==> src/mmio_pkg.sv <==
package mmio_pkg;

    // address map, all windows aligned to their own size
    localparam logic [31:0] ram_base      = 32'h0000_0000;
    localparam logic [31:0] ram_limit     = 32'h0000_0FFF;
    localparam logic [31:0] keypad_addr   = 32'h0000_F000;
    localparam logic [31:0] display_base  = 32'h0001_0000;
    localparam logic [31:0] display_limit = 32'h0001_FFFF;

    // sram geometry follows from the ram window
    localparam int unsigned ram_words = (ram_limit - ram_base + 1) / 4;
    localparam int unsigned ram_aw    = $clog2(ram_words);

    // load value for unmapped addresses
    localparam logic [31:0] err_word = 32'hDEADBEEF;

    typedef enum logic [1:0] {
        region_ram,
        region_keypad,
        region_display,
        region_none
    } region_t;

    typedef enum logic [1:0] {
        op_idle,
        op_load,
        op_store
    } mem_op_t;

    typedef enum logic [2:0] {
        st_idle,
        st_ram,
        st_key,
        st_disp,
        st_done
    } bus_state_t;

    typedef struct packed {
        mem_op_t     op;
        logic [31:0] addr;
        logic [31:0] wdata;
    } cpu_req_t;

    typedef struct packed {
        cpu_req_t req;
        region_t  region;
    } dec_req_t;

    typedef struct packed {
        logic        cyc;
        logic        stb;
        logic        we;
        logic [31:0] adr;
        logic [31:0] dat;
    } wb_req_t;

    typedef struct packed {
        logic        ack;
        logic [31:0] dat;
    } wb_rsp_t;

    // keypad word as seen by a cpu load
    typedef struct packed {
        logic        valid;
        logic [23:0] zero;
        logic [1:0]  app;
        logic [4:0]  button;
    } key_word_t;

    typedef struct packed {
        logic        pulse;
        region_t     region;
        mem_op_t     op;
        logic [31:0] rdata;
    } done_t;

endpackage

==> src/mmio_addr_decode.sv <==
`timescale 1ns/100ps

module mmio_addr_decode (
    input  mmio_pkg::cpu_req_t req,
    output mmio_pkg::dec_req_t dec
);
    import mmio_pkg::*;

    logic hit_ram;
    logic hit_key;
    logic hit_disp;

    // windows are power-of-two sized and aligned, so masking the offset bits
    // and comparing against the base is enough
    function automatic logic in_window(
        input logic [31:0] addr,
        input logic [31:0] base,
        input logic [31:0] limit
    );
        logic [31:0] span;
        span = limit - base;
        return (addr & ~span) == base;
    endfunction

    assign hit_ram  = in_window(req.addr, ram_base, ram_limit);
    // keypad is a single word, byte offset ignored
    assign hit_key  = in_window(req.addr, keypad_addr, keypad_addr + 32'd3);
    assign hit_disp = in_window(req.addr, display_base, display_limit);

    always_comb begin
        dec.req = req;
        if (hit_ram) begin
            dec.region = region_ram;
        end else if (hit_key) begin
            dec.region = region_keypad;
        end else if (hit_disp) begin
            dec.region = region_display;
        end else begin
            dec.region = region_none;
        end
    end

endmodule

==> config.mk <==
export PLATFORM = sky130hd
export DESIGN_NAME = mmio_addr_decode
export DESIGN_NICKNAME = d
export VERILOG_FILES = /design/src/mmio_pkg.sv /design/src/mmio_addr_decode.sv
export SDC_FILE = /design/constraint.sdc
export NUM_CORES = 1
export LEC_CHECK = 0
export BUFFER_PORTS_ARGS = -buffer_cell sky130_fd_sc_hd__clkbuf_2
export CAP_MARGIN = 25
export CELL_PAD_IN_SITES_DETAIL_PLACEMENT = 1
export CELL_PAD_IN_SITES_GLOBAL_PLACEMENT = 2
export CORE_MARGIN = 2
export CORE_UTILIZATION = 10
export DETAILED_ROUTE_END_ITERATION = 6
export PLACE_DENSITY = 0.93
export SYNTH_ARGS = -nofsm -noshare
export SYNTH_HDL_FRONTEND = slang
export SYNTH_SLANG_ARGS = --single-unit
==> constraint.sdc <==
create_clock -name vclk -period 0.8
set_clock_uncertainty 0.1 [all_clocks]
set_input_delay 0 -clock vclk [all_inputs]
set_output_delay 0 -clock vclk [all_outputs]
set_load 0.02 [all_outputs]
After elaboration in Yosys (flattened, before gate mapping)
Cells that the tools add are included.

Register bits after elaboration: 0. Output and inout bits: 68. Word-level logic and storage cells: 6.

Equal/unequal tests: 2. Mux-type cells: 3. Reductions and logical operators: 1.

Operator list (number): 32-bit zero test (1); 30-bit by 14-bit == test with 1-bit output, second input constant (1); 16-bit by 1-bit == test with 1-bit output, second input constant (1); 2-bit two-way mux (2); 1-bit two-way mux (1).

Depth between registers and ports, before layout
Depth after elaboration: 4. Gate-level depth with buffers: 3. Mapped depth without buffers: 3.

Least setup slack after synthesis
Ideal clock, no wire load.

Kind: input -> output. Start: in req[45] in the netlist's numbering. End: out dec[1] in the netlist's numbering. Arrival: 0.735 ns. Required time: 0.700 ns. Slack: -0.035 ns. Stages: 3. Buffers on the path: 0. Cell sequence: and4b_1 > and4_1 > o211ai_1.

RTL lines: start, declared (RTL line mmio_addr_decode.sv:4) `input mmio_pkg::cpu_req_t req,`; end, declared (RTL line mmio_addr_decode.sv:5) `output mmio_pkg::dec_req_t dec`.

==> flow_summary_export.csv <==
group,metric,value,unit
yosys,yosysTopAreaCell,"buf_4",
route,drt_iter0_markers,0,
yosys,synth_most_common_cell,"buf_4",
yosys,synth_common_cells,"buf_4 (66), nor4_1 (5), and4_1 (2)",
cells_and_area,final_nets,190,
critical_path,critPathKind,"in2out",
critical_path,cp.arrival,880,ps
global_routing,grt_pass1_wl,2704,um
global_routing,antenna_found_initial,0,
cells_and_area,layout.area.seq,0,um^2
placement,place_area,560.5,um^2
placement,gp_congestion,0.5609,
sta,setup-violations-final,2,
yosys,netlist_area,588.1,um^2
yosys,yosysSeqAreaShare,0,
run,maxCapViolations,0,
critical_path,crit_top_cell,"buf_4",
sta,hold_violations,0,
sta,worstMarginPinSlew,237.0,ps
cells_and_area,numSequentialCells,0,
hold_path,min-delay-path-class,"in2out",
sta,slew_headroom,0.8415,
cells_and_area,nClkBuffers,0,
yosys,synth_area_leaders,"buf_4 (84%), nor4_1 (5.3%), and4_1 (3.0%), and4b_1 (1.7%), nor4b_1 (1.5%)",
sta,fin_setup_tns,-333.6,ps
yosys,syn-num-nets,146,
critical_path,cpLargestDelayFamily,"simple AND/OR/NAND/NOR gates",
floorplanning,io_pins,134,
cells_and_area,fin_util,0.1881,
outcome,failed_checks,"negative setup slack",
cells_and_area,multi_input_area,172.7,um^2
floorplanning,start_util,0.1049,
yosys,netlist.area_leader.share,0.8426,
global_routing,grt_pass1_vias,603,
floorplanning,die_x,80.69,um
route,drtPass1Iterations,1,
route,ant_nets,0,
yosys,synth-warning-count,0,
critical_path,path_max_fanout,3,
pwr,power.leakage,0.0005073,uW
floorplanning,core-area,5608,um^2
route,drc_errors,0,
pwr,vdd_drop_max,0.1210,mV
route,wl_per_cell,10.96,um
route,finalWirelength,2127,um
critical_path,slowest_delay,200,ps
sta,setup_ws,-178.3,ps
placement,portBuffers,62,
route,route.vias.total,656,
floorplanning,die_y,80.69,um
yosys,postSynthCellCount,80,
sta,maxSlewViolCount,0,
critical_path,path_buf_inv,2,
sta,fin_crit,978.3,ps
global_routing,grt_overflow,0,
yosys,syn_avg_cell_area,7.351,um^2
critical_path,worst_setup_path_start_kind,"input port",
sta,fin_crit_sh,1.223,
cells_and_area,area_growth_syn_to_layout,79.36,%
global_routing,gr-usage-all-layers,0.05175,
cells_and_area,drive_gt1_frac,0.6475,
yosys,yosysUniqueCellTypes,10,
floorplanning,die_area,6510,um^2
sta,rsz0062_at_grt,"true",
critical_path,worst_setup_path_end_kind,"output port",
outcome,status,"finished, violations left",
sta,clock.fmax,1022,MHz
global_routing,grt_max_degree,4,
critical_path,worstPathRequired,700,ps
pwr,powerDensity,625.2,nW/um^2
cells_and_area,diodes,0,
critical_path,cp_cell_sequence,"buf_4 -> and4b_1 -> and4_1 -> o211ai_1 -> buf_4",
floorplanning,fp-row-count,27,
cells_and_area,fill_cells,671,
route,vias_per_cell,3.381,
placement,dpl.hpwl,1380,um
placement,post-place-ws,-336.9,ps
cells_and_area,fin_area,1055,um^2
critical_path,cp_slowest_cell,"and4b_1",
pwr,power,659.4,uW
[path summary, 6_finish.rpt]
kind / start / end / slack, ps / depth (start not counted)
setup / recovery: req[46] / dec[1] / -180 / 5
hold / removal: req[58] / dec[60] / 130 / 2
[report_power, final]
group / internal, uW / switching (uW) / leakage [uW]
clock network: 0 / 0 / 0
logic: 290 / 369 / 0.000507
registers: 0 / 0 / 0
total: 290 / 369 / 0.000507
[cells in the final DEF (no fill, tap or decap), drive strengths merged]
master / netlist / layout
and4: 2 / 2
and4b: 1 / 1
buf: 66 / 19
clkbuf: 0 / 53
dlygate4sd3: 0 / 36
inv: 1 / 1
nor2: 1 / 1
nor3: 1 / 1
nor4: 5 / 5
nor4b: 1 / 1
o211ai: 1 / 1
o21ai: 1 / 1
[cells by family after synthesis]
family,after synthesis,share of synthesized area
and+or+nand+nor,11,0.1298
buffers and inverters,67,0.8489
AOI/OAI and AO/OA,2,0.02127
[through the flow]
stage | hold slack [ps] | instances
3_3_place_gp | -99.86 | 157
6_report | 132.3 | 194
5_1_grt | 141.9 | 194
4_1_cts | 133.9 | 194
2_1_floorplan | 12.59 | 80
3_5_place_dp | -99.86 | 157
[per-layer routing]
layer / share of wire / track usage
met5: 0 / 0
met1: 0.25 / 0.04133
met2: 0.63 / 0.1308
met4: 0 / 0
met3: 0.12 / 0.003371
[layout make-up]
type,instances,share of cell area
inverter,1,0.003559
multi-input combinational,13,0.1637
tap,72,0.08541
timing repair buffer,108,0.7473
[timing repair]
item                                    CTS  global route
buffers inserted                          1             0
endpoints found under the hold margin    36             0
pin swaps                                 6             8
resized for setup                         9            26
endpoints found under the setup margin    2             2
hold buffers                             36             0
No activity file was read; power rests on OpenSTA's default activity.
