--- src/mmio_pkg.sv ---
package mmio_pkg;

    // address map, all windows aligned to their own size
    localparam logic [31:0] ram_base      = 32'h0000_0000;
    localparam logic [31:0] ram_limit     = 32'h0000_0FFF;
    localparam logic [31:0] keypad_addr   = 32'h0000_F000;
    localparam logic [31:0] display_base  = 32'h0001_0000;
    localparam logic [31:0] display_limit = 32'h0001_FFFF;

    // sram geometry follows from the ram window
    localparam int unsigned ram_words = (ram_limit - ram_base + 1) / 4;
    localparam int unsigned ram_aw    = $clog2(ram_words);

    // load value for unmapped addresses
    localparam logic [31:0] err_word = 32'hDEADBEEF;

    typedef enum logic [1:0] {
        region_ram,
        region_keypad,
        region_display,
        region_none
    } region_t;

    typedef enum logic [1:0] {
        op_idle,
        op_load,
        op_store
    } mem_op_t;

    typedef enum logic [2:0] {
        st_idle,
        st_ram,
        st_key,
        st_disp,
        st_done
    } bus_state_t;

    typedef struct packed {
        mem_op_t     op;
        logic [31:0] addr;
        logic [31:0] wdata;
    } cpu_req_t;

    typedef struct packed {
        cpu_req_t req;
        region_t  region;
    } dec_req_t;

    typedef struct packed {
        logic        cyc;
        logic        stb;
        logic        we;
        logic [31:0] adr;
        logic [31:0] dat;
    } wb_req_t;

    typedef struct packed {
        logic        ack;
        logic [31:0] dat;
    } wb_rsp_t;

    // keypad word as seen by a cpu load
    typedef struct packed {
        logic        valid;
        logic [23:0] zero;
        logic [1:0]  app;
        logic [4:0]  button;
    } key_word_t;

    typedef struct packed {
        logic        pulse;
        region_t     region;
        mem_op_t     op;
        logic [31:0] rdata;
    } done_t;

endpackage

--- src/mmio_response.sv ---
`timescale 1ns/100ps

module mmio_response (
    input  logic            clk,
    input  logic            reset,
    input  mmio_pkg::done_t done,
    output logic [31:0]     load_data,
    output logic            d_ack
);
    import mmio_pkg::*;

    logic [31:0] sel_data;

    // stores return zero, unmapped loads return the error word
    always_comb begin
        if (done.op == op_load) begin
            if (done.region == region_none) begin
                sel_data = err_word;
            end else begin
                sel_data = done.rdata;
            end
        end else begin
            sel_data = '0;
        end
    end

    always_ff @(posedge clk or posedge reset) begin
        if (reset) begin
            d_ack <= 1'b0;
        end else begin
            d_ack <= done.pulse;
        end
    end

    // load data stays put until the next access completes
    always_ff @(posedge clk or posedge reset) begin
        if (reset) begin
            load_data <= '0;
        end else if (done.pulse) begin
            load_data <= sel_data;
        end
    end

endmodule

--- config.mk ---
export PLATFORM = sky130hd
export DESIGN_NAME = mmio_response
export DESIGN_NICKNAME = d
export VERILOG_FILES = /design/src/mmio_pkg.sv /design/src/mmio_response.sv
export SDC_FILE = /design/constraint.sdc
export NUM_CORES = 1
export LEC_CHECK = 0
export CAP_MARGIN = 20
export CORE_ASPECT_RATIO = 2
export CORE_MARGIN = 1.5
export CORE_UTILIZATION = 50
export DETAILED_ROUTE_END_ITERATION = 8
export DONT_BUFFER_PORTS = 1
export SLEW_MARGIN = 25
export SYNTH_ARGS = -nofsm -noshare
export SYNTH_HDL_FRONTEND = slang
export SYNTH_SLANG_ARGS = --single-unit
--- constraint.sdc ---
create_clock -name clk -period 1.07 [get_ports clk]
set_input_delay 0.214 -clock clk [delete_from_list [all_inputs] [get_ports clk]]
set_output_delay 0.214 -clock clk [all_outputs]
set_load 0.02 [all_outputs]
==> Word level (Yosys, flattened, before mapping) <==
Index checks and enable logic that the tools add are counted.
{ "word_totals": {"reg_bits": 33, "inputBits": 39, "out_inout_bits": 33, "wordCells": 6} }
{ "op_classes": {"eq_ne": 2, "muxes": 2} }
{ "ops": {"columns": ["op", "count"], "rows": [
  ["$mux 32", 2],
  ["$eq 2x1->1 const B", 1],
  ["$eq 2x2->1 const B", 1]
]} }

==> Depth between registers and ports, before layout <==
{ "depth": {"ltp_word": 3, "ltp_mapped": 4, "ltp_nobuf": 2} }

==> Worst setup path before layout <==
Ideal clock, no wire load.
{ "synth_path": {"path_type": "in2reg", "start": "input done[34] (netlist bit)", "end": "register load_data[14]", "setup_ns": 0.122, "arrival_time_ns": 0.752, "setup_slack_ns": 0.196, "path_stages": 3, "path_buffers": 1, "path_cell_list": "buf_2 nand2_1 a32o_1"} }
{ "synth_between": {"elab_chain_len": 3} }
{ "synth_lines": {"columns": ["item", "line", "source"], "rows": [
  ["start: declaration", "mmio_response.sv:6", "input mmio_pkg::done_t done,"],
  ["$eq 2x2->1", "mmio_response.sv:17", "if (done.region == region_none) begin"],
  ["$mux 32", "mmio_response.sv:17", null],
  ["$mux 32", "mmio_response.sv:16", "if (done.op == op_load) begin"],
  ["end signal: assignment", "mmio_response.sv:40", "load_data <= sel_data;"],
  ["end: declaration", "mmio_response.sv:7", "output logic [31:0] load_data,"]
]} }
No other way between the ends.
A chain may end at the register's enable or synchronous reset.

==> Worst setup path after layout <==
{ "layout_path": {"start": "register load_data[2]", "end": "output load_data[2]"} }
No word-level cell between the ends.

==> impl_metrics.tcl <==
set metrics [dict create \
    antenna_found_initial 0 \
    gp_congestion 0.740 \
    rows 26 \
    hold_ws_ns 0.0907 \
    layout.cells.non_filler 135 \
    cts_setup_buffers 0 \
    p_leak_nw 0.651 \
    pin_count 72 \
    syn_area_um2 1330 \
    syn_nets 145 \
    worstHoldPathCells 2 \
    grt_pass1_wl_mm 4.28 \
    wl_mm 2.90 \
    ant_nets 0 \
    tns_ns 0 \
    die_w_um 39.5 \
    synth_cells 106 \
    required_ns 0.86 \
    relSlewSlack_pct 73.2 \
    avgSynthCellArea_um2 12.5 \
    h-tree-depth 2 \
    power_density_nw_per_um2 1930 \
    rrSetupSlack_ns 0.26 \
    cts_max_path_buffers 2 \
    maxSlewViolCount 0 \
    min_period_ns 0.981 \
    wl_per_cell_um 21.4 \
    clockRootBuffer "clkbuf_8" \
    cp-start-kind "flip-flop" \
    grt.overflow.total 0 \
    die_h_um 75.9 \
    die_area_um2 3000 \
    dp_hpwl_mm 1.90 \
    postCtsResizedCells 0 \
    cp.arrival_ns 0.77 \
    dr.pass1.iters 4 \
    core_area_um2 2540 \
    route.vias.total 919 \
    yosysUniqueCellTypes 11 \
    initialDrtViolationCount 19 \
    rsz0062_at_grt "false" \
    io_buffers 0 \
    ys_seq_area_share_pct 62.1 \
    hold_viol_final 0 \
    cts_buffers 5 \
    worstSetupPathType "reg2out" \
    postCtsHoldBufs 2 \
    cts_tree "done" \
    outcome "finished, final reports clean" \
    finalClockSkew_ns 0 \
    drc 0 \
    min_period_over_period_pct 91.7 \
    grt_start_max_net_pins 34 \
    insertion_delay_ns 0.28 \
    initial_core_util_pct 52.4 \
    max-cap-violations 0 \
    grt_pass1_vias 906 \
    clock-sinks 33 \
    antenna_cells 0 \
    min_path_type "in2reg" \
    post-place-cells 125 \
    grt.total_usage_pct 20.7 \
    drive_gt1_share_pct 10.3 \
    yosys_warnings 0 \
    max_freq_mhz 1020 \
    cp-startpoint "load_data[2]" \
    hold_end "load_data[7]" \
    crit_path_max_fanout 2 \
    path_clk_slew_ns 0.07 \
    post-place-ws_ns 0.192 \
    tightest_slew_ns 0.402 \
    area_delta_synth_final_pct 10.8 \
    r2r_start "load_data[4]" \
    worstRegToRegCells 1 \
    setup_viol 0 \
    postLayoutCoreUtil_pct 58.1 \
    synth-seq-cells 33 \
    layout_setup_ws_ns 0.0887 \
    r2r_end "load_data[4]" \
    num-nets-final 145 \
    crit_path_end_kind "primary output" \
    min-delay-start "done[7]" \
    vdd_drop_max_uv 882 \
    viasPerCell 6.81 \
]
-- through the flow --
step / cell area, um2 / power, mW
2_1_floorplan: 1330 / 1.65
3_3_place_gp: 1340 / 1.67
3_5_place_dp: 1340 / 1.67
4_1_cts: 1470 / 2.87
5_1_grt: 1470 / 2.97
6_report: 1470 / 2.84
-- metal layers --
layer	share of wire (%)	GRT usage, %	up-vias	routed length (um)
li1	-	-	406	-
met1	40	25.1	463	1160
met2	51	31.3	43	1470
met3	7.0	7.60	7	202
met4	2.0	9.31	0	57
met5	0	0	-	0
-- worst max-delay path by stage --
stage                     cells past startpoint       endpoint
after floorplan                               1          d_ack
after detailed placement                      3  load_data[21]
after global placement                        3  load_data[26]
final                                         0   load_data[2]
after CTS                                     0   load_data[2]
after global routing                          0   load_data[2]
-- final cells by class --
class	instances	area, um2
clock buffer	7	86.3
clock inverter	1	30.0
fill	213	1060
inverter	2	7.51
multi-input combinational	59	434
sequential	33	826
tap	28	35.0
timing repair buffer	5	55.1
-- cells in the mapped netlist --
cell type  number  area [um2]
and3b_1         1        8.76
nand2_1         1        3.75
inv_1           2        7.51
o2bb2ai_1      24         210
a32o_1          8        80.1
buf_2           8        40.0
a21oi_1        24         120
buf_4           2        15.0
nand3b_2        1        11.3
dfrtp_1        33         826
clkbuf_1        2        7.51
-- sequential cells by signal, indices dropped and copies added, names as in the netlist --
register,cells
load_data,32
d_ack,1
-- report_power, final --
group	internal (mW)	switching (mW)	total (mW)
combinational	0.0807	0.0938	0.174
sequential	1.32	0.155	1.48
clock	0.759	0.425	1.18
-- logic make-up (layout without fill, tap and decap cells) --
family                 count (synthesis)  after routing  synth area share [%]
AO/OA/AOI/OAI                         56             56                  30.9
buffers and inverters                 14             15                  5.27
flip-flops                            33             33                  62.1
AND/OR/NAND/NOR                        3              3                  1.79
-- placed cells by master, fill, tap and decap left out --
cell type / n
clkbuf_1: 1
buf_4: 2
dfrtp_1: 33
a21oi_1: 24
dlygate4sd3_1: 2
bufinv_16: 1
nand2_1: 1
o2bb2ai_1: 24
buf_12: 1
inv_1: 2
nand3b_2: 1
a32o_1: 8
and3b_1: 1
clkbuf_8: 6
Note: power is estimated with default switching activity, not from simulation.
