## src/mmio_pkg.sv

```systemverilog
package mmio_pkg;

    // address map, all windows aligned to their own size
    localparam logic [31:0] ram_base      = 32'h0000_0000;
    localparam logic [31:0] ram_limit     = 32'h0000_0FFF;
    localparam logic [31:0] keypad_addr   = 32'h0000_F000;
    localparam logic [31:0] display_base  = 32'h0001_0000;
    localparam logic [31:0] display_limit = 32'h0001_FFFF;

    // sram geometry follows from the ram window
    localparam int unsigned ram_words = (ram_limit - ram_base + 1) / 4;
    localparam int unsigned ram_aw    = $clog2(ram_words);

    // load value for unmapped addresses
    localparam logic [31:0] err_word = 32'hDEADBEEF;

    typedef enum logic [1:0] {
        region_ram,
        region_keypad,
        region_display,
        region_none
    } region_t;

    typedef enum logic [1:0] {
        op_idle,
        op_load,
        op_store
    } mem_op_t;

    typedef enum logic [2:0] {
        st_idle,
        st_ram,
        st_key,
        st_disp,
        st_done
    } bus_state_t;

    typedef struct packed {
        mem_op_t     op;
        logic [31:0] addr;
        logic [31:0] wdata;
    } cpu_req_t;

    typedef struct packed {
        cpu_req_t req;
        region_t  region;
    } dec_req_t;

    typedef struct packed {
        logic        cyc;
        logic        stb;
        logic        we;
        logic [31:0] adr;
        logic [31:0] dat;
    } wb_req_t;

    typedef struct packed {
        logic        ack;
        logic [31:0] dat;
    } wb_rsp_t;

    // keypad word as seen by a cpu load
    typedef struct packed {
        logic        valid;
        logic [23:0] zero;
        logic [1:0]  app;
        logic [4:0]  button;
    } key_word_t;

    typedef struct packed {
        logic        pulse;
        region_t     region;
        mem_op_t     op;
        logic [31:0] rdata;
    } done_t;

endpackage

```

## src/mmio_keypad_reg.sv

```systemverilog
`timescale 1ns/100ps

module mmio_keypad_reg (
    input  logic                clk,
    input  logic                reset,
    input  logic [4:0]          button,
    input  logic [1:0]          app,
    input  logic                key_strobe,
    input  logic                key_rd,
    output mmio_pkg::key_word_t key_data
);

    logic       valid_q;
    logic [1:0] app_q;
    logic [4:0] button_q;

    // latest strobe always overwrites the stored code
    always_ff @(posedge clk or posedge reset) begin
        if (reset) begin
            app_q    <= '0;
            button_q <= '0;
        end else if (key_strobe) begin
            app_q    <= app;
            button_q <= button;
        end
    end

    // set by a strobe, cleared by a read
    // strobe wins when both land together
    always_ff @(posedge clk or posedge reset) begin
        if (reset) begin
            valid_q <= 1'b0;
        end else if (key_strobe) begin
            valid_q <= 1'b1;
        end else if (key_rd) begin
            valid_q <= 1'b0;
        end
    end

    assign key_data.valid  = valid_q;
    assign key_data.zero   = '0;
    assign key_data.app    = app_q;
    assign key_data.button = button_q;

endmodule

```

## config.mk

```make
export PLATFORM = sky130hd
export DESIGN_NAME = mmio_keypad_reg
export DESIGN_NICKNAME = d
export VERILOG_FILES = /design/src/mmio_pkg.sv /design/src/mmio_keypad_reg.sv
export SDC_FILE = /design/constraint.sdc
export NUM_CORES = 1
export LEC_CHECK = 0
export ABC_AREA = 1
export BUFFER_PORTS_ARGS = -buffer_cell sky130_fd_sc_hd__buf_4
export CORE_MARGIN = 4
export CORE_UTILIZATION = 36
export DETAILED_ROUTE_END_ITERATION = 16
export PLACE_DENSITY = 0.84
export SLEW_MARGIN = 20
export SYNTH_ARGS = -nofsm -noshare
export SYNTH_HDL_FRONTEND = slang
export SYNTH_SLANG_ARGS = --single-unit
```

## constraint.sdc

```tcl
create_clock -name clk -period 0.85 [get_ports clk]
set_clock_uncertainty 0.15 [all_clocks]
set_input_delay 0.085 -clock clk [delete_from_list [all_inputs] [get_ports clk]]
set_output_delay 0.085 -clock clk [all_outputs]
set_load 0.02 [all_outputs]
```

### Word-level counts from Yosys, hierarchy flattened

Index checks and enable logic that the tools add are counted.

* multiplexer cells: 2
* reduce and logical (&&, ||, !) cells: 1

Operators with widths (number)
* 1-bit 2-to-1 mux: 2
* 2-bit nonzero test: 1

* output and inout bits: 32
* input port bits: 11
* register bits after elaboration: 8
* word-level logic and storage cells: 6

### Logic depth before layout (Yosys ltp)

Gate-level depths: netlist of run 1.

* depth in word-level cells: 2
* depth in mapped cells: 4
* mapped depth without buffers: 3

### Worst setup path before layout of run 1

No wires, ideal clock.

* kind: reg2reg
* start: reg app_q[0] (netlist name)
* end: reg app_q[0]
* clock period less this slack: 826 ps
* library setup time: 117 ps
* setup slack: 24 ps
* arrival: 559 ps
* data required time: 583 ps
* stages on the path, launching flop included: 3
* buffers on the path: 0
* cells stage by stage: dfrtp_1 > nand2_1 > nand2_1

RTL lines
* end signal, assigned: RTL line mmio_keypad_reg.sv:23 `app_q <= app;`
* end, declared: RTL line mmio_keypad_reg.sv:14 `logic [1:0] app_q;`

### Worst setup path in the final report of run 1

* start: reg app_q[0]
* end: out key_data[5] (netlist bit)

RTL lines
* end, declared: RTL line mmio_keypad_reg.sv:10 `output mmio_pkg::key_word_t key_data`

No word-level cell between the ends.

==> results of run 1 <==
## kinds of logic (layout without fill, tap and decap cells)
logic type    Yosys count  count (layout)  share of synthesized area (%)
simple gates           23              23                           17.2
buf+inv                29              31                           42.0
other cells             1              24                          0.749
flops                   8               8                           40.0
## state kept, by name (all words and copies together), names as in the netlist
signal    flops
valid_q       1
button_q      5
app_q         2
## area by class of cell
type | instances | area [um2]
multi-input cells | 47 | 184
fillers | 135 | 632
well taps | 15 | 18.8
flip-flops and latches | 8 | 200
repair buffers | 25 | 233
clock buffers | 3 | 22.5
inverters | 3 | 11.3
## where the power goes
part           switching, mW  total (mW)  leakage (nW)  internal [mW]
clock                  0.125       0.287        0.0138          0.161
combinational          0.200       0.338         0.291          0.138
sequential            0.0250       0.440        0.0960          0.415
total                  0.350        1.06         0.401          0.714
## cell usage in the layout (no fill, tap or decap)
master and count:
inv_1 2, inv_2 1, nand2_2 3, conb_1 24, nand2_1 20, dfrtp_1 8, buf_4 12, clkbuf_4 3
dlygate4sd3_1 3, buf_6 10
## through the flow
stage	power (mW)	util, %	hold slack (ps)
after floorplan	0.707	-	-249
after global placement	0.707	41.6	-106
after detailed placement	0.714	41.6	-97.8
after CTS	1.05	48.6	-118
after global routing	1.12	51.4	-114
final	1.06	51.4	-118
## worst paths after layout
check | from | end | slack [ps]
worst min-delay path | button[3] | button_q[3] | -120
max in group asynchronous | reset | button_q[0] | 120
worst max-delay path | app_q[0] | key_data[5] | -180
worst max register to register | button_q[0] | button_q[0] | -50
worst min register to register | button_q[3] | button_q[3] | 350
min in group asynchronous | reset | valid_q | 190
## worst register-to-register path, cell delays in order (launching register included)
cell and delay, ps:
dfrtp_1 390, buf_4 140, nand2_1 60, nand2_1 50
## per-layer routing
layer  part of all wire [%]  global-route usage (%)
met2                     54                    15.0
met1                     31                    8.87
met3                     15                    5.18
met5                      0                       0
met4                   0.76                    5.26
## what timing repair did
action	CTS	global route
endpoints found under the hold margin	16	7
resized for setup	8	5
setup endpoints to repair	8	11
pin swaps	0	1
buffers inserted	1	3
==> reports/metrics.yaml, run 1 <==
outcome:
  outcome: "complete, but fails checks"
  violations: "hold timing, setup timing"
clock_tree:
  clk_latency_ps: 260
  cts-htree-levels: 1
  cts_buffers: 3
  cts_hold_buf: 3
  clk_path_buf_depth: 2
  cts_sinks: 8
  cts_tree: "done"
  clk_pin_slew_ps: 60
  ctsRootBufferMaster: "clkbuf_4"
worst_setup_path:
  crit_family: "flip-flops"
  critPathArrivalTime_ps: 790
  cp_cell_sequence: "buf_6"
  max_stage_delay_ps: 400
  cp.depth: 1
  rr_worst_depth: 3
  worstSetupEndpointType: "primary output"
  slowest_stage: "dfrtp_1"
  cp.required_ps: 610
  startpoint_type: "flip-flop"
  crit_fanout: 2
  critPathKind: "flip-flop to primary output"
  path_buf_inv: 1
global_route:
  antenna_found_initial: 0
  grt-ovfl-total: 0
  grt_max_degree: 9
  grt_usage_pct: 9.12
  grt_pass1_wl_um: 1290
  grt_pass1_vias: 318
floorplan:
  core.rowCount: 13
  start_util_pct: 38.5
  die_w_um: 45.3
  design.die.area_mm2: 0.00205
  ios: 43
  core_area_mm2: 0.00130
  die_h_um: 45.3
run:
  maxCapViolations: 0
timing:
  hold_viol_final: 8
  rsz0062_at_grt: "yes"
  layout_setup_ws_ps: -176
  post-route-period-util_pct: 121
  slew_violations: 0
  fmax_mhz: 975
  tns_ps: -1370
  timing.hold.ws_ps: -118
  setup_viol: 12
  post-route-min-period_ps: 1030
placement:
  gp_congestion: 0.703
  hpwl_um: 712
  port-buffer-count: 18
  pre_cts_ws_ps: 78.2
  dpl_cell_area_um2: 542
  dp_cells: 91
min_path:
  min_path_type: "input port to flip-flop"
  holdPathStages: 3
synth:
  synth.largest_area_cell: "dfrtp_1"
  syn_area_um2: 500
  synth-seq-cells: 8
  synth_flop_cell: "dfrtp_1"
  synth_warnings: 0
  synth_common_cells: "buf_4 (25), nand2_1 (23), dfrtp_1 (8)"
  yosysTopAreaCellShare_pct: 40.0
  postSynthCellCount: 61
  ys_seq_area_share_pct: 40.0
  postSynth.asyncResetShare_pct: 100
  ys_types: 7
  synth_top_cells_by_area: "dfrtp_1 (40%), buf_4 (38%), nand2_1 (17%), buf_6 (2.3%), inv_1 (1.5%)"
  post_synth.cell_area_avg_um2: 8.20
  post-synth-top-count-cell: "buf_4"
  synth_enable_flop_cells: 0
cells_and_area:
  nNetsFinal: 99
  layout-drive-gt1-share_pct: 33.7
  instances_no_fill: 101
  antennaDiodeCount: 0
  syn_to_final_growth_pct: 33.8
  final_cell_area_um2: 669
route:
  wl_per_cell_um: 9.17
  drtPass1Iterations: 4
  via_per_inst: 3.70
  drc: 0
  vias: 374
  antenna_left: 0
  drt_iter0_markers: 3
  finalWirelength_um: 926
power:
  leakagePower_nw: 0.401
  p_per_area_mw_per_mm2: 1590
  max-vdd-ir-drop_uv: 991
No activity file was read; power rests on OpenSTA's default activity.
==> run 2: changes to the inputs <==
- CORE_UTILIZATION: 36 -> 32
- PLACE_DENSITY: 0.84 -> 0.8
- SETUP_SLACK_MARGIN: default -> 0.3
- clock period: 0.85 -> 0.84 ns (I/O delays scaled with it)
==> run 2 against run 1 <==
  * The run still ends with hold timing, setup timing left
  * Global-route usage fell by 2.0 points
  * Clock power increased by 6%
  * Sequential power rose by 2%
  * First-iteration DRC count fell by 100%
  * Critical path depth stayed put
  * Clock-buffer cell count grew 1
  * Utilization is 7.8 points lower
  * Power rose by 1.4%
  * Sequential share of layout area is 2.3 points higher
  * Critical path type unchanged
  * Largest cell class is now sequential cells
==> reports/metrics.yaml, run 2 (synthesis results as in run 1) <==
outcome:
  outcome: "complete, but fails checks"
  violations: "hold timing, setup timing"
timing:
  fmax_mhz: 974
  post-route-min-period_ps: 1030
  hold_viol_final: 16  # +8
  setup_viol: 10  # -2
  post-route-period-util_pct: 122
  slew_violations: 0  # unchanged
  layout_setup_ws_ps: -187  # -11.3 ps
  rsz0062_at_grt: "yes"
  timing.hold.ws_ps: -374  # -255 ps
  tns_ps: -1540  # -173 ps
power:
  pwr-share-comb_pct: 30.3  # -1.5 points
  leakagePower_nw: 0.378  # -5.7%
  pwr-share-seq_pct: 41.7  # +0.4 points
  total_power_mw: 1.08  # +1.4%
  max-vdd-ir-drop_uv: 1100  # +11%
  p_clk_share_pct: 28.0  # +1.1 points
  p_int_uw: 734  # +2.8%
  p_per_area_mw_per_mm2: 1660  # +4.5%
  power_switching_uw: 345  # -1.5%
  switching_share_pct: 32.0  # -0.93 points
placement:
  gp_congestion: 0.593  # -16%
  hpwl_um: 717  # +0.69%
  pre_cts_ws_ps: 65.8  # -12.5 ps
  port-buffer-count: 18  # unchanged
floorplan:
  die_w_um: 47.5  # +5.0%
  ios: 43  # unchanged
  core_area_mm2: 0.00149  # +14%
  core.rowCount: 14  # +1
  design.die.area_mm2: 0.00226  # +10%
  die_h_um: 47.5  # +5.0%
  start_util_pct: 33.6  # -4.8 points
worst_setup_path:
  crit_fanout: 2  # unchanged
  crit_family: "flip-flops"
  critPathKind: "flip-flop to primary output"
  cp.required_ps: 610  # about the same
  ff2ff_setup_slack_ps: -120  # -70 ps
  cp_cell_sequence: "buf_6"
  max_stage_delay_ps: 410  # about the same
  critPathArrivalTime_ps: 790  # about the same
  startpoint_type: "flip-flop"
  worstSetupEndpointType: "primary output"
  slowest_stage: "dfrtp_2"
  path_buf_inv: 1  # unchanged
cells_and_area:
  largest_reg_flops: 5  # unchanged
  syn_to_final_growth_pct: 29.8
  layout-drive-gt1-share_pct: 42.2  # +8.4 points
  nNetsFinal: 95  # -4.0%
  layout_commonest_cell: "conb_1"
  top_regs: "button_q (5), app_q (2), valid_q (1)"
  mostFrequentLayoutCells: "conb_1 (24), nand2_1 (20), buf_6 (11)"
  antennaDiodeCount: 0  # unchanged
  regMostFlops: "button_q"
min_path:
  min_path_type: "input port to async pin"
route:
  drt_iter0_markers: 0  # -3
  wl_per_cell_um: 8.55  # -6.8%
  met1Wirelength_um: 250  # -12%
  wl_met2_um: 450  # -9.6%
  drtPass1Iterations: 1  # -3
  vias: 365  # -2.4%
  maxUsedRoutingLayer: "met4"
  antenna_left: 0  # unchanged
  finalWirelength_um: 846  # -8.6%
  drc: 0  # unchanged
  via_per_inst: 3.69  # -0.43%
  wl_met3_um: 140  # +2.2%
clock_tree:
  cts_tree: "done"
  ctsRootBufferMaster: "clkbuf_4"
  clk_pin_slew_ps: 50  # about the same
  cts_sinks: 8  # unchanged
  cts_buffers: 3  # unchanged
  cts-htree-levels: 1  # unchanged
  clk_path_buf_depth: 2  # unchanged
  clk_latency_ps: 240  # -20 ps
global_route:
  antenna_found_initial: 0  # unchanged
  grt-ovfl-total: 0  # unchanged
  grt_max_degree: 9  # unchanged
  grt_pass1_vias: 265  # -17%
  grt_usage_pct: 7.14  # -2.0 points
  grt_pass1_wl_um: 1040  # -20%
run:
  maxCapViolations: 0  # unchanged
==> run 2: changes by cell type in the layout (fill, tap and decap cells not counted), sizes merged <==
cell	change
dlygate4sd3	-3
buf	-1
clkbuf	+1
==> run 2: what timing repair did <==
action,CTS,global route
endpoints found under the setup margin,16,16
pin swaps,0,1
buffers inserted,1,2
hold endpoints to repair,16,16
gates resized for setup,10,4
==> run 2: cell type report <==
cell class,count,area (um2)
inverter,3,11.3
multi-input combinational,47,184
clock buffer,4,26.3
sequential,8,209
timing repair buffer,21,199
fill,170,840
tap,16,20.0
==> run 2: power groups by stage <==
stage	clock network [mW]	registers [mW]	logic, mW
global placement	0	0.446	0.276
detailed placement	0	0.449	0.278
global route	0.340	0.453	0.352
finish	0.303	0.450	0.327
floorplan	0	0.486	0.237
CTS	0.317	0.449	0.309
==> run 2: path summary, 6_finish.rpt <==
path | endpoint | start | cells after the start
setup reg to reg | button_q[0] | button_q[0] | 4
hold / removal | button_q[1] | reset | 2
max in group asynchronous | app_q[1] | reset | 2
min in group clk | button_q[4] | button[4] | 3
setup / recovery | key_data[6] | app_q[1] | 1
hold reg to reg | app_q[0] | app_q[0] | 2
==> run 2: routing by layer <==
metal | GRT usage [%] | up-vias
li1 | - | 175
met1 | 5.50 | 164
met2 | 12.6 | 24
met3 | 6.02 | 2
met4 | 3.23 | 0
met5 | 0 | -
==> run 2: metrics by stage <==
step	hold WS [ps]	utilization [%]	instances	instance area, um2
final	-374	43.6	99	649
after global routing	-355	43.6	99	649
after CTS	-370	41.8	97	622
after detailed placement	-99.2	37.1	92	552
after global placement	-103	37.1	92	552
after floorplan	-251	-	84	599
