===== src/mmio_pkg.sv =====
package mmio_pkg;

    // address map, all windows aligned to their own size
    localparam logic [31:0] ram_base      = 32'h0000_0000;
    localparam logic [31:0] ram_limit     = 32'h0000_0FFF;
    localparam logic [31:0] keypad_addr   = 32'h0000_F000;
    localparam logic [31:0] display_base  = 32'h0001_0000;
    localparam logic [31:0] display_limit = 32'h0001_FFFF;

    // sram geometry follows from the ram window
    localparam int unsigned ram_words = (ram_limit - ram_base + 1) / 4;
    localparam int unsigned ram_aw    = $clog2(ram_words);

    // load value for unmapped addresses
    localparam logic [31:0] err_word = 32'hDEADBEEF;

    typedef enum logic [1:0] {
        region_ram,
        region_keypad,
        region_display,
        region_none
    } region_t;

    typedef enum logic [1:0] {
        op_idle,
        op_load,
        op_store
    } mem_op_t;

    typedef enum logic [2:0] {
        st_idle,
        st_ram,
        st_key,
        st_disp,
        st_done
    } bus_state_t;

    typedef struct packed {
        mem_op_t     op;
        logic [31:0] addr;
        logic [31:0] wdata;
    } cpu_req_t;

    typedef struct packed {
        cpu_req_t req;
        region_t  region;
    } dec_req_t;

    typedef struct packed {
        logic        cyc;
        logic        stb;
        logic        we;
        logic [31:0] adr;
        logic [31:0] dat;
    } wb_req_t;

    typedef struct packed {
        logic        ack;
        logic [31:0] dat;
    } wb_rsp_t;

    // keypad word as seen by a cpu load
    typedef struct packed {
        logic        valid;
        logic [23:0] zero;
        logic [1:0]  app;
        logic [4:0]  button;
    } key_word_t;

    typedef struct packed {
        logic        pulse;
        region_t     region;
        mem_op_t     op;
        logic [31:0] rdata;
    } done_t;

endpackage


===== src/mmio_bus_engine.sv =====
`timescale 1ns/100ps

module mmio_bus_engine (
    input  logic                clk,
    input  logic                reset,
    input  mmio_pkg::dec_req_t  dec,
    output mmio_pkg::wb_req_t   wb_req,
    input  mmio_pkg::wb_rsp_t   wb_rsp,
    output logic                key_rd,
    input  mmio_pkg::key_word_t key_data,
    output logic [31:0]         display_addr,
    output logic [31:0]         display_data,
    output logic                display_wen,
    input  logic                display_ack,
    output mmio_pkg::done_t     done
);
    import mmio_pkg::*;

    bus_state_t state;
    bus_state_t next_state;
    dec_req_t   cur;
    dec_req_t   src;
    logic       key_wait;
    logic       accept;

    assign accept = (state == st_idle) && (dec.req.op != op_idle);

    always_comb begin
        next_state = state;
        case (state)
            st_idle: begin
                if (accept) begin
                    case (dec.region)
                        region_ram:     next_state = st_ram;
                        region_keypad:  next_state = st_key;
                        // display only takes stores, loads finish at once
                        region_display: next_state = (dec.req.op == op_store) ? st_disp : st_done;
                        default:        next_state = st_done;
                    endcase
                end
            end
            st_ram: begin
                if (wb_rsp.ack) begin
                    next_state = st_done;
                end
            end
            st_key: begin
                if (key_wait) begin
                    next_state = st_done;
                end
            end
            st_disp: begin
                if (display_ack) begin
                    next_state = st_done;
                end
            end
            default: next_state = st_idle;
        endcase
    end

    always_ff @(posedge clk or posedge reset) begin
        if (reset) begin
            state    <= st_idle;
            key_wait <= 1'b0;
        end else begin
            state    <= next_state;
            // second cycle in st_key
            key_wait <= (state == st_key) && !key_wait;
        end
    end

    // request is held here for the whole access
    always_ff @(posedge clk) begin
        if (accept) begin
            cur <= dec;
        end
    end

    // wishbone manager side
    assign wb_req.cyc = (state == st_ram);
    assign wb_req.stb = (state == st_ram);
    assign wb_req.we  = (cur.req.op == op_store);
    assign wb_req.adr = cur.req.addr;
    assign wb_req.dat = cur.req.wdata;

    // only a load consumes the key code
    assign key_rd = (state == st_key) && key_wait && (cur.req.op == op_load);

    assign display_addr = cur.req.addr;
    assign display_data = cur.req.wdata;
    assign display_wen  = (state == st_disp);

    // unmapped requests finish straight from idle, before cur is loaded
    assign src = (state == st_idle) ? dec : cur;

    // done fires on the edge into st_done, so d_ack lines up with st_done
    // and the still-held cpu request is ignored there
    always_comb begin
        done.pulse  = (state != st_done) && (next_state == st_done);
        done.region = src.region;
        done.op     = src.req.op;
        case (state)
            st_ram:  done.rdata = wb_rsp.dat;
            st_key:  done.rdata = key_data;
            default: done.rdata = '0;
        endcase
    end

endmodule


===== config.mk =====
export PLATFORM = sky130hd
export DESIGN_NAME = mmio_bus_engine
export DESIGN_NICKNAME = d
export VERILOG_FILES = /design/src/mmio_pkg.sv /design/src/mmio_bus_engine.sv
export SDC_FILE = /design/constraint.sdc
export NUM_CORES = 1
export LEC_CHECK = 0
export BUFFER_PORTS_ARGS = -buffer_cell sky130_fd_sc_hd__buf_2
export CORE_AREA = 5 5 114 116
export CTS_BUF_LIST = sky130_fd_sc_hd__clkbuf_8
export DETAILED_ROUTE_END_ITERATION = 7
export DIE_AREA = 0 0 119 121
export PLACE_DENSITY_LB_ADDON = 0.3
export REMOVE_ABC_BUFFERS = 1
export SYNTH_ARGS = -nofsm -noshare
export SYNTH_HDL_FRONTEND = slang
export SYNTH_SLANG_ARGS = --single-unit

===== constraint.sdc =====
create_clock -name clk -period 3.08 [get_ports clk]
set_input_delay 0.154 -clock clk [delete_from_list [all_inputs] [get_ports clk]]
set_output_delay 0.154 -clock clk [all_outputs]
set_load 0.005 [all_outputs]

; ---- Yosys cells after proc, flatten, opt, wreduce, memory -nomap -nowiden
; Index checks and enable logic that the tools add are counted.
[totals]
reg_bits = 72
input_bits = 136
output_inout_bits = 170
elab_cells = 34
[op_classes]
n_eq_ne = 10
mux = 9
reduce_logical = 9
[ops]
columns = cell, n
row1 = $mux W68, 1
row2 = $pmux W32 S2, 1
row3 = $mux W3, 5
row4 = $pmux W3 S4, 1
row5 = $pmux W3 S3, 1
row6 = $eq A2 B2 Y1 const B, 3
row7 = $eq A3 B2 Y1 const B, 2
row8 = $logic_and A1 B1 Y1, 5
row9 = $eq A2 B1 Y1 const B, 2
row10 = $eq A3 B1 Y1 const B, 1
row11 = $eq A3 B3 Y1 const B, 1
row12 = $logic_not A3 Y1, 1
row13 = $ne A3 B3 Y1 const B, 1
row14 = $logic_not A2 Y1, 1
row15 = $reduce_bool A2 Y1, 1
row16 = $logic_not A1 Y1, 1

; ---- Longest topological paths before layout
; Gate-level depths: netlist of the first run.
[logic_depth]
depth_word = 7
depth_mapped = 5
depth_no_buf = 3

; ---- Worst setup path before layout of the first run
; Ideal clock, no wire load.
[synth_timing]
kind = reg-to-reg
startpoint = register state[1]
endpoint = register cur[0] (netlist name), enable pin
setup_ns = 0.441
arrival_time_ns = 2.741
required_time_ns = 2.639
slack_ns = -0.102
path_stages_with_launch = 4
n_path_buf = 1
period_less_slack_ns = 3.182
cell_sequence = dfrtp_1 > or3_1 > buf_6 > nor2_2
[synth_via]
elab_chain_len = 2
[synth_lines]
columns = element, line_no
row1 = from (decl), mmio_bus_engine.sv:19  ; bus_state_t state;
row2 = from (signal assigned), mmio_bus_engine.sv:63  ; state <= st_idle;
row3 = from (signal assigned), mmio_bus_engine.sv:66  ; state <= next_state;
row4 = $logic_not A3 Y1, mmio_bus_engine.sv:26  ; assign accept = (state == st_idle) && (dec.req.op != op_idle);
row5 = $logic_and A1 B1 Y1, mmio_bus_engine.sv:26
row6 = to (signal assigned), mmio_bus_engine.sv:75  ; cur <= dec;
row7 = to (decl), mmio_bus_engine.sv:21  ; dec_req_t cur;
; Every way passes these cells.
; A chain may end at the register's enable or synchronous reset.

; ---- Worst setup path after layout of the first run
[layout_timing]
startpoint = register state[1]
endpoint = register cur (netlist bit display_data[26]), enable pin
; Same word-level chain as after synthesis.

==> results.toml, run 1 <==
[run_status]
status = "completed"

[cts]
insertion_delay_ns = 0.35
cts_tree = "yes"
cts-root-buf = "clkbuf_8"
cts.clk_slew.worst_paths_ns = 0.08
cts_sinks = 72
holdBufCountCts = 65
ctsLongestPathBuffers = 2
ctsResizeCount = 0
htree_levels = 3
cts_buffers = 9
post_cts.repair.setup_buffers = 0

[logic_synthesis]
netlist.top_cell.by_area = "edfxtp_1"
synth_seq_cells = 72
synth_top_area_frac = 0.551
synth.yosys.seq_area_share = 0.578
synth_area_um2 = 3710
synthTopCellsByArea = "edfxtp_1 55%, buf_4 26%, a22o_1 8.0%, dfrtp_1 2.7%, mux2_4 1.6%"
syn-instance-count = 271
synth_cell_type_count = 21
syn_avg_cell_area_um2 = 13.7
yosysWarnings = 0

[timing]
slew_violations = 0
finalSetupTns_ns = 0
setup_viol = 0
rsz0062_at_grt = "no"
hold_viol = 0
clock_skew_ns = 0.00953
period_share = 0.725
tightest_slew_ns = 0.581
whs_ns = 0.0544
fmax_ghz = 0.448
fin_crit_ns = 2.23
relSlewSlack = 0.612

[cells_and_area]
antenna_cells = 0
finalNetCount = 656
syn2layout_area_growth_pct = 42.5
drive_above_1_share = 0.636

[pwr]
p_leak_nw = 2.57
peakVddDrop_uv = 458
powerDensity_nw_per_um2 = 772

[setup_path]
worstRegToRegCells = 3
path_class = "flip-flop to flip-flop"
crit_fanout = 41
path_cells = "or3_1, nor2_4, buf_12"
slowest_delay_ns = 0.59
crit_path_start_kind = "flip-flop"
arrival_ns = 2.27
cp-end-kind = "flip-flop"
required_ns = 3.12
cp_num_cells = 3
worst-path-buf-inv = 1
cp_slowest_cell = "or3_1"
path_delay_family = "simple AND/OR/NAND/NOR gates"

[global_routing]
grt_max_degree = 42
grt_overflow_total = 0
use_met2 = 0.289
grt-busiest-layer = "met2"
antenna_found_initial = 0
grt_util_all_layers = 0.161
grt.met1_usage = 0.160
grt_pass1_vias = 2963
grt_pass1_wl_mm = 17.4
grt_util_met3 = 0.0741

[place]
gp_congestion = 0.799
dpl.hpwl_mm = 9.75
portBuffers = 305

[die]
io-pin-count = 306
initial_core_util = 0.314
core_um2 = 11800
die_y_um = 121
die_x_um = 119
rows = 40
die_area_um2 = 14400

[drt]
wl_mm = 12.2
ant_nets = 0
first_pass_iters = 4
drtIter0Drc = 88
vias = 2880
wl_per_cell_um = 18.1
viasPerCell = 4.29
drc = 0

[worst_hold_path]
hold_path_class = "primary input to flip-flop"
hold_depth = 1

[run]
max_cap_violations = 0
==> cell usage in the layout (no fill, tap or decap), types with 2 or more instances in the layout <==
cell           Yosys  routed
dlygate4sd3_1      0      65
a22o_1            34      34
nand2_1            2       2
buf_4            130       4
clkinvlp_4         0       2
a21oi_1            2       2
mux2i_1            4       4
buf_2              3     305
and2b_1            2       2
dfrtp_1            4       4
nor2b_1            2       2
clkbuf_8           0       9
nor2_1             2       2
mux2_4             4       4
clkinv_4           0       2
edfxtp_1          68      68
inv_1              2       2
inv_8              0       2
==> per-stage QoR <==
step | area, µm² | total power, mW | worst slack [ns] | std cells | util
after floorplan | 2670 | 2.32 | -0.155 | 134 | -
after detailed placement | 4440 | 3.36 | 0.815 | 591 | 0.376
after global placement | 4440 | 3.35 | 0.850 | 591 | 0.376
final | 5280 | 4.07 | 0.848 | 672 | 0.447
after global routing | 5280 | 4.33 | 0.732 | 672 | 0.447
after CTS | 5280 | 4.14 | 0.814 | 672 | 0.447
==> registers in the layout (all words and copies together) (netlist names) <==
| register | flops |
|---|---|
| key_wait | 1 |
| cur | 4 |
| state | 3 |
| display_data | 32 |
| display_addr | 32 |
==> per-layer routing <==
metal | vias to the layer above | routed length [µm]
met2 | 205 | 6310
met5 | - | 0
met1 | 1326 | 4060
li1 | 1334 | -
met4 | 0 | 333
met3 | 15 | 1480
==> worst register-to-register path: cells and delay by family, from the launching register on <==
family                 cells  cell delay, ns
AND/OR/NAND/NOR            2            1.14
buffers and inverters      1            0.31
flip-flops                 1            0.46
==> final cells by class <==
type	count	area, µm²
inverter	2	7.51
sequential	72	2140
fill	1088	6530
clock buffer	9	124
tap	147	184
clock inverter	7	63.8
multi-input combinational	60	532
timing repair buffer	375	2230
==> Yosys cell counts <==
| master | count |
|---|---|
| or3_1 | 1 |
| dfrtp_1 | 4 |
| edfxtp_1 | 68 |
| nand2_1 | 2 |
| nor2_1 | 2 |
| nor2_2 | 2 |
| buf_6 | 4 |
| inv_1 | 2 |
| buf_4 | 130 |
| mux2i_1 | 4 |
| and2b_1 | 2 |
| a32o_1 | 1 |
| nor2b_1 | 2 |
| mux2_4 | 4 |
| and2_1 | 1 |
| a21oi_1 | 2 |
| buf_2 | 3 |
| and4b_1 | 1 |
| a22o_1 | 34 |
| nor3b_2 | 1 |
| o31ai_2 | 1 |
==> final timing paths <==
kind | startpoint | to | slack [ns]
max | state[1]$_DFF_PP0_ | display_data[26]$_DFFE_PN_ | 0.85
min | dec[67] | cur[67]$_DFFE_PN_ | 0.05
max reg2reg | state[1]$_DFF_PP0_ | display_data[26]$_DFFE_PN_ | 0.85
min reg2reg | key_wait$_DFF_PP0_ | key_wait$_DFF_PP0_ | 0.59
max in group asynchronous | reset | state[1]$_DFF_PP0_ | 2.70
min in group asynchronous | reset | state[2]$_DFF_PP0_ | 0.23
==> power breakdown <==
| part | internal [mW] | total, mW | leakage, nW | switching (mW) |
|---|---|---|---|---|
| Sequential | 1.49 | 1.68 | 0.700 | 0.185 |
| Combinational | 0.847 | 1.70 | 1.78 | 0.854 |
| Clock | 0.308 | 0.695 | 0.0899 | 0.387 |
| Total | 2.65 | 4.07 | 2.57 | 1.43 |
==> cells by family (layout without fill, tap and decap cells) <==
logic type	after synthesis	count (layout)	share of synthesized area
buf+inv	139	393	0.282
flops	72	72	0.578
compound gates	38	38	0.0891
simple gates	14	14	0.0243
mux	8	8	0.0270
Note: power is estimated with default switching activity, not from simulation.
==> inputs of run 2 (changes only) <==
--- a/config.mk
+++ b/config.mk
@@ -6,10 +6,10 @@
 export NUM_CORES = 1
 export LEC_CHECK = 0
 export BUFFER_PORTS_ARGS = -buffer_cell sky130_fd_sc_hd__buf_2
-export CORE_AREA = 5 5 114 116
+export CORE_AREA = 5 5 115 117
 export CTS_BUF_LIST = sky130_fd_sc_hd__clkbuf_8
 export DETAILED_ROUTE_END_ITERATION = 7
-export DIE_AREA = 0 0 119 121
+export DIE_AREA = 0 0 120 122
 export PLACE_DENSITY_LB_ADDON = 0.3
 export REMOVE_ABC_BUFFERS = 1
 export SYNTH_ARGS = -nofsm -noshare
==> constraint.sdc (replaced) <==
create_clock -name clk -period 2.23 [get_ports clk]
set_input_delay 0.1115 -clock clk [delete_from_list [all_inputs] [get_ports clk]]
set_output_delay 0.1115 -clock clk [all_outputs]
set_load 0.005 [all_outputs]
==> run 2 against run 1 <==
  * Setup slack got worse by 0.64 ns
  * Critical path type is now flip-flop to primary output
  * Sequential share of layout area decreased by 0.12 points
  * Non-clock buffer count grew 1
  * Critical path depth increased by 1
  * Largest power group unchanged
  * Hold slack worse by 0.022 ns
  * Count of clock-buffer cells in the layout unchanged
  * Die area is 1.7% higher
  * Clock skew about the same
==> results.toml, run 2 (same netlist as run 1, synthesis figures left out) <==
[cts]
ctsResizeCount = 0
post_cts.repair.setup_buffers = 0
cts-root-buf = "clkbuf_8"
cts.clk_slew.worst_paths_ns = 0.08
cts_buffers = 9
insertion_delay_ns = 0.34
htree_levels = 3
ctsLongestPathBuffers = 2
cts_sinks = 72
cts_tree = "yes"
holdBufCountCts = 66

[drt]
drc = 0
vias = 2924
drtIter0Drc = 66
viasPerCell = 4.33
wl_mm = 12.4
wl_per_cell_um = 18.4
ant_nets = 0
first_pass_iters = 4

[timing]
period_share = 0.906
fin_crit_ns = 2.02
setup_viol = 0
relSlewSlack = 0.775
clock_skew_ns = 0.00998
slew_violations = 0
tightest_slew_ns = 0.338
whs_ns = 0.0324
rsz0062_at_grt = "no"
fmax_ghz = 0.495
hold_viol = 0

[cells_and_area]
syn2layout_area_growth_pct = 42.9
multiInputGateArea_um2 = 532
final_common_cell = "buf_2"
mostFrequentLayoutCells = "305 x buf_2, 68 x edfxtp_1, 66 x dlygate4sd3_1"
seq_area_um2 = 2140
antenna_cells = 0
fin_cells = 676
final_area_um2 = 5300
postLayoutCoreUtil = 0.432
fill_cells = 1136
finalNetCount = 657
drive_above_1_share = 0.629

[die]
initial_core_util = 0.302
die_area_um2 = 14600
die_y_um = 122
rows = 41
die_x_um = 120
core_um2 = 12300
io-pin-count = 306

[pwr]
clockPowerShare = 0.175
switchingPower_mw = 1.93
internal-power_mw = 3.75
p_seq_frac = 0.410
p_leak_nw = 2.58
peakVddDrop_uv = 606
powerDensity_nw_per_um2 = 1070
p_sw_frac = 0.340
p_comb_frac = 0.415

[setup_path]
cp-end-kind = "primary output"
crit_end = "done[32]"
cp_num_cells = 4
required_ns = 2.12
path_class = "flip-flop to primary output"
r2r-end = "display_addr[19]$_DFFE_PN_"
path_cells = "or3_1, buf_4, mux2_4, buf_2"
arrival_ns = 1.91
crit_path_start_kind = "flip-flop"
worstRegToRegCells = 3
reg2reg_slack_ns = 0.50
crit_fanout = 6
cp_slowest_cell = "dfrtp_1"
slowest_delay_ns = 0.47
worst-path-buf-inv = 2
r2r-start = "state[1]$_DFF_PP0_"
startpoint = "state[1]$_DFF_PP0_"
path_delay_family = "flip-flops"

[run_status]
status = "completed"

[global_routing]
grt_overflow_total = 0
grt_pass1_vias = 3155
grt_max_degree = 48
antenna_found_initial = 0
grt_util_all_layers = 0.161
grt_pass1_wl_mm = 17.6

[place]
dpl_cell_area_um2 = 4450
portBuffers = 305
gp_congestion = 0.846
dp_cells = 594
dpl.hpwl_mm = 9.75

[run]
max_cap_violations = 0

[worst_hold_path]
hold_path_class = "primary input to flip-flop"
[run 2: per-layer routing]
| layer | GRT usage | part of all wire | vias to the layer above |
|---|---|---|---|
| li1 | - | - | 1338 |
| met1 | 0.151 | 0.33 | 1363 |
| met2 | 0.303 | 0.52 | 207 |
| met3 | 0.0734 | 0.12 | 16 |
| met4 | 0.0644 | 0.028 | 0 |
| met5 | 0 | 0 | - |
[run 2: cell type report]
type,instances,share of cell area
Clock inverter,7,0.0123
Clock buffer,9,0.0234
Tap cell,150,0.0354
Sequential cell,72,0.405
Multi-Input combinational cell,60,0.100
Inverter,2,0.00142
Timing Repair Buffer,376,0.422
[run 2: how the worst min path moves through the flow]
stage,start,endpoint,slack (ns),depth (start not counted)
2_1_floorplan,reset,key_wait$_DFF_PP0_,-0.12,1
3_3_place_gp,reset,state[2]$_DFF_PP0_,0.003,2
3_5_place_dp,reset,state[1]$_DFF_PP0_,0.01,2
4_1_cts,dec[0],cur[0]$_DFFE_PN_,0.004,1
5_1_grt,dec[0],cur[0]$_DFFE_PN_,0.01,1
6_report,dec[0],cur[0]$_DFFE_PN_,0.03,1
[run 2: power groups by stage]
stage                     Clock (mW)  Sequential [mW]  Combinational [mW]
after floorplan                    0             2.44               0.761
after global placement             0             2.36                2.30
after detailed placement           0             2.36                2.30
after CTS                       1.02             2.35                2.40
after global routing            1.09             2.40                2.55
final                          0.992             2.33                2.35
[run 2: per-stage QoR]
| step | setup slack (ns) | total power [mW] | TNS (ns) |
|---|---|---|---|
| final | 0.209 | 5.67 | 0 |
| after floorplan | -1.01 | 3.20 | -69.27 |
| after global routing | 0.0883 | 6.03 | 0 |
| after detailed placement | 0.505 | 4.67 | 0 |
| after global placement | 0.538 | 4.65 | 0 |
| after CTS | 0.170 | 5.76 | 0 |
==> inputs of run 3 (changes only) <==
--- a/config.mk
+++ b/config.mk
@@ -6,10 +6,11 @@
 export NUM_CORES = 1
 export LEC_CHECK = 0
 export BUFFER_PORTS_ARGS = -buffer_cell sky130_fd_sc_hd__buf_2
-export CORE_AREA = 5 5 115 117
+export CORE_AREA = 5 5 114 116
 export CTS_BUF_LIST = sky130_fd_sc_hd__clkbuf_8
 export DETAILED_ROUTE_END_ITERATION = 7
-export DIE_AREA = 0 0 120 122
+export DIE_AREA = 0 0 119 121
+export HOLD_SLACK_MARGIN = 0.06
 export PLACE_DENSITY_LB_ADDON = 0.3
 export REMOVE_ABC_BUFFERS = 1
 export SYNTH_ARGS = -nofsm -noshare
==> constraint.sdc (replaced) <==
create_clock -name clk -period 2.51 [get_ports clk]
set_input_delay 0.1255 -clock clk [delete_from_list [all_inputs] [get_ports clk]]
set_output_delay 0.1255 -clock clk [all_outputs]
set_load 0.005 [all_outputs]
==> run 3 against run 2 <==
  * Final cell count increased by 0.44%
  * Clock power fell by 18%
  * Global-route usage is 0.075 points lower
  * Via count shrank 1.5%
  * Critical path type is now flip-flop to flip-flop
  * Largest cell class unchanged
==> results.toml, run 3 (same netlist as run 1, synthesis figures left out) <==
[cts]
cts_sinks = 72
cts_tree = "yes"
cts-root-buf = "clkbuf_8"
cts.clk_slew.worst_paths_ns = 0.07
post_cts.repair.setup_buffers = 0
insertion_delay_ns = 0.34
htree_levels = 3
cts_buffers = 9
ctsLongestPathBuffers = 2

[timing]
relSlewSlack = 0.684
setup_viol = 0
clock_skew_ns = 0.0182
setup_slack_ns = 0.436
fin_crit_ns = 2.07
slew_violations = 0
fmax_ghz = 0.482
period_share = 0.826
tightest_slew_ns = 0.473
whs_ns = 0.178
hold_viol = 0
rsz0062_at_grt = "no"

[drt]
vias = 2879
met1Wirelength_mm = 4.06
viasPerCell = 4.24
wl_mm = 12.3
first_pass_iters = 4
drc = 0
top_layer_used = "met4"
wl_met3_mm = 1.41
drtIter0Drc = 55
wl_met2_mm = 6.57
ant_nets = 0
wl_per_cell_um = 18.1

[setup_path]
slowest_delay_ns = 0.60
r2r-end = "display_addr[28]$_DFFE_PN_"
crit_fanout = 25
cp-end-kind = "flip-flop"
cp_slowest_cell = "or3_1"
path_cells = "or3_1, nor2_4, buf_12"
worstRegToRegCells = 3
r2r-start = "state[1]$_DFF_PP0_"
arrival_ns = 2.11
path_class = "flip-flop to flip-flop"
crit_path_start_kind = "flip-flop"
reg2reg_slack_ns = 0.44
required_ns = 2.55

[cells_and_area]
mostFrequentLayoutCells = "305 x buf_2, 69 x dlygate4sd3_1, 68 x edfxtp_1"
syn2layout_area_growth_pct = 44.5
finalNetCount = 663
final_common_cell = "buf_2"
drive_above_1_share = 0.633
postLayoutCoreUtil = 0.453
antenna_cells = 0

[pwr]
p_leak_nw = 2.61
internal-power_mw = 3.32
clockPowerShare = 0.162
p_comb_frac = 0.431
switchingPower_mw = 1.74
powerDensity_nw_per_um2 = 943
peakVddDrop_uv = 608
p_total_mw = 5.05
p_sw_frac = 0.344
p_seq_frac = 0.407

[die]
initial_core_util = 0.314
die_y_um = 121
rows = 40
die_x_um = 119
io-pin-count = 306
core_um2 = 11800
die_area_um2 = 14400

[worst_hold_path]
hold_depth = 4
hold_path_class = "primary input to flip-flop"
hold_end = "state[1]$_DFF_PP0_"
min_from = "display_ack"

[place]
dpl.hpwl_mm = 9.97
pre_cts_ws_ns = 0.417
portBuffers = 305
gp_congestion = 0.759

[global_routing]
grt_util_all_layers = 0.161
grt_pass1_wl_mm = 17.4
antenna_found_initial = 0
grt_pass1_vias = 3045
grt_max_degree = 35
grt_overflow_total = 0

[run]
max_cap_violations = 0

[run_status]
status = "completed"
-- run 3: changes by cell type in the layout (fill, tap and decap cells not counted), moves of 2 or more --
| cell | before | now |
|---|---|---|
| dlygate4sd3_1 | 66 | 69 |
| inv_6 | 0 | 3 |
| buf_12 | 1 | 3 |
| clkinv_2 | 0 | 2 |
| inv_1 | 4 | 2 |
-- run 3: power by group through the flow --
stage / clock network, mW / logic (mW) / registers [mW]
6_report: 0.818 / 2.18 / 2.06
5_1_grt: 0.902 / 2.35 / 2.11
4_1_cts: 0.841 / 2.22 / 2.07
3_5_place_dp: 0 / 2.13 / 2.09
3_3_place_gp: 0 / 2.12 / 2.08
2_1_floorplan: 0 / 0.676 / 2.16
-- run 3: critical path: cells and delay by family (launching register included) --
kind	cells	cell delay, ns
flip-flops	1	0.46
AND/OR/NAND/NOR	2	1.07
buffers and inverters	1	0.25
-- run 3: per-stage QoR --
stage | area (µm²) | std cells | setup TNS [ns]
floorplan | 2670 | 134 | -49.95
global placement | 4490 | 594 | 0
detailed placement | 4490 | 594 | 0
CTS | 5360 | 679 | 0
global route | 5360 | 679 | 0
finish | 5360 | 679 | 0
-- run 3: area by class of cell --
cell class / count / area (µm²)
inverters: 2 / 7.51
clock buffers: 9 / 124
flip-flops and latches: 72 / 2140
clock inverters: 7 / 52.6
fillers: 1115 / 6450
repair buffers: 382 / 2310
well taps: 147 / 184
multi-input cells: 60 / 532
-- run 3: routing by layer --
layer / vias to the layer above / track usage
li1: 1347 / -
met1: 1322 / 0.146
met2: 197 / 0.308
met3: 13 / 0.0741
met4: 0 / 0.0579
met5: - / 0
-- run 3: worst max-delay path by stage --
| stage | startpoint | endpoint | slack [ns] | depth (start not counted) |
|---|---|---|---|---|
| 3_5_place_dp | state[1]$_DFF_PP0_ | display_data[19]$_DFFE_PN_ | 0.42 | 3 |
| 5_1_grt | state[1]$_DFF_PP0_ | key_rd | 0.35 | 5 |
| 4_1_cts | state[1]$_DFF_PP0_ | display_addr[28]$_DFFE_PN_ | 0.41 | 3 |
| 3_3_place_gp | state[1]$_DFF_PP0_ | display_data[20]$_DFFE_PN_ | 0.45 | 3 |
| 2_1_floorplan | state[1]$_DFF_PP0_ | cur[0]$_DFFE_PN_ | -0.73 | 2 |
| 6_report | state[1]$_DFF_PP0_ | display_addr[28]$_DFFE_PN_ | 0.44 | 3 |
-- run 3: repair_timing --
item,in CTS,in global routing
gates resized for setup,0,0
hold buffers,69,0
hold endpoints to repair,72,0
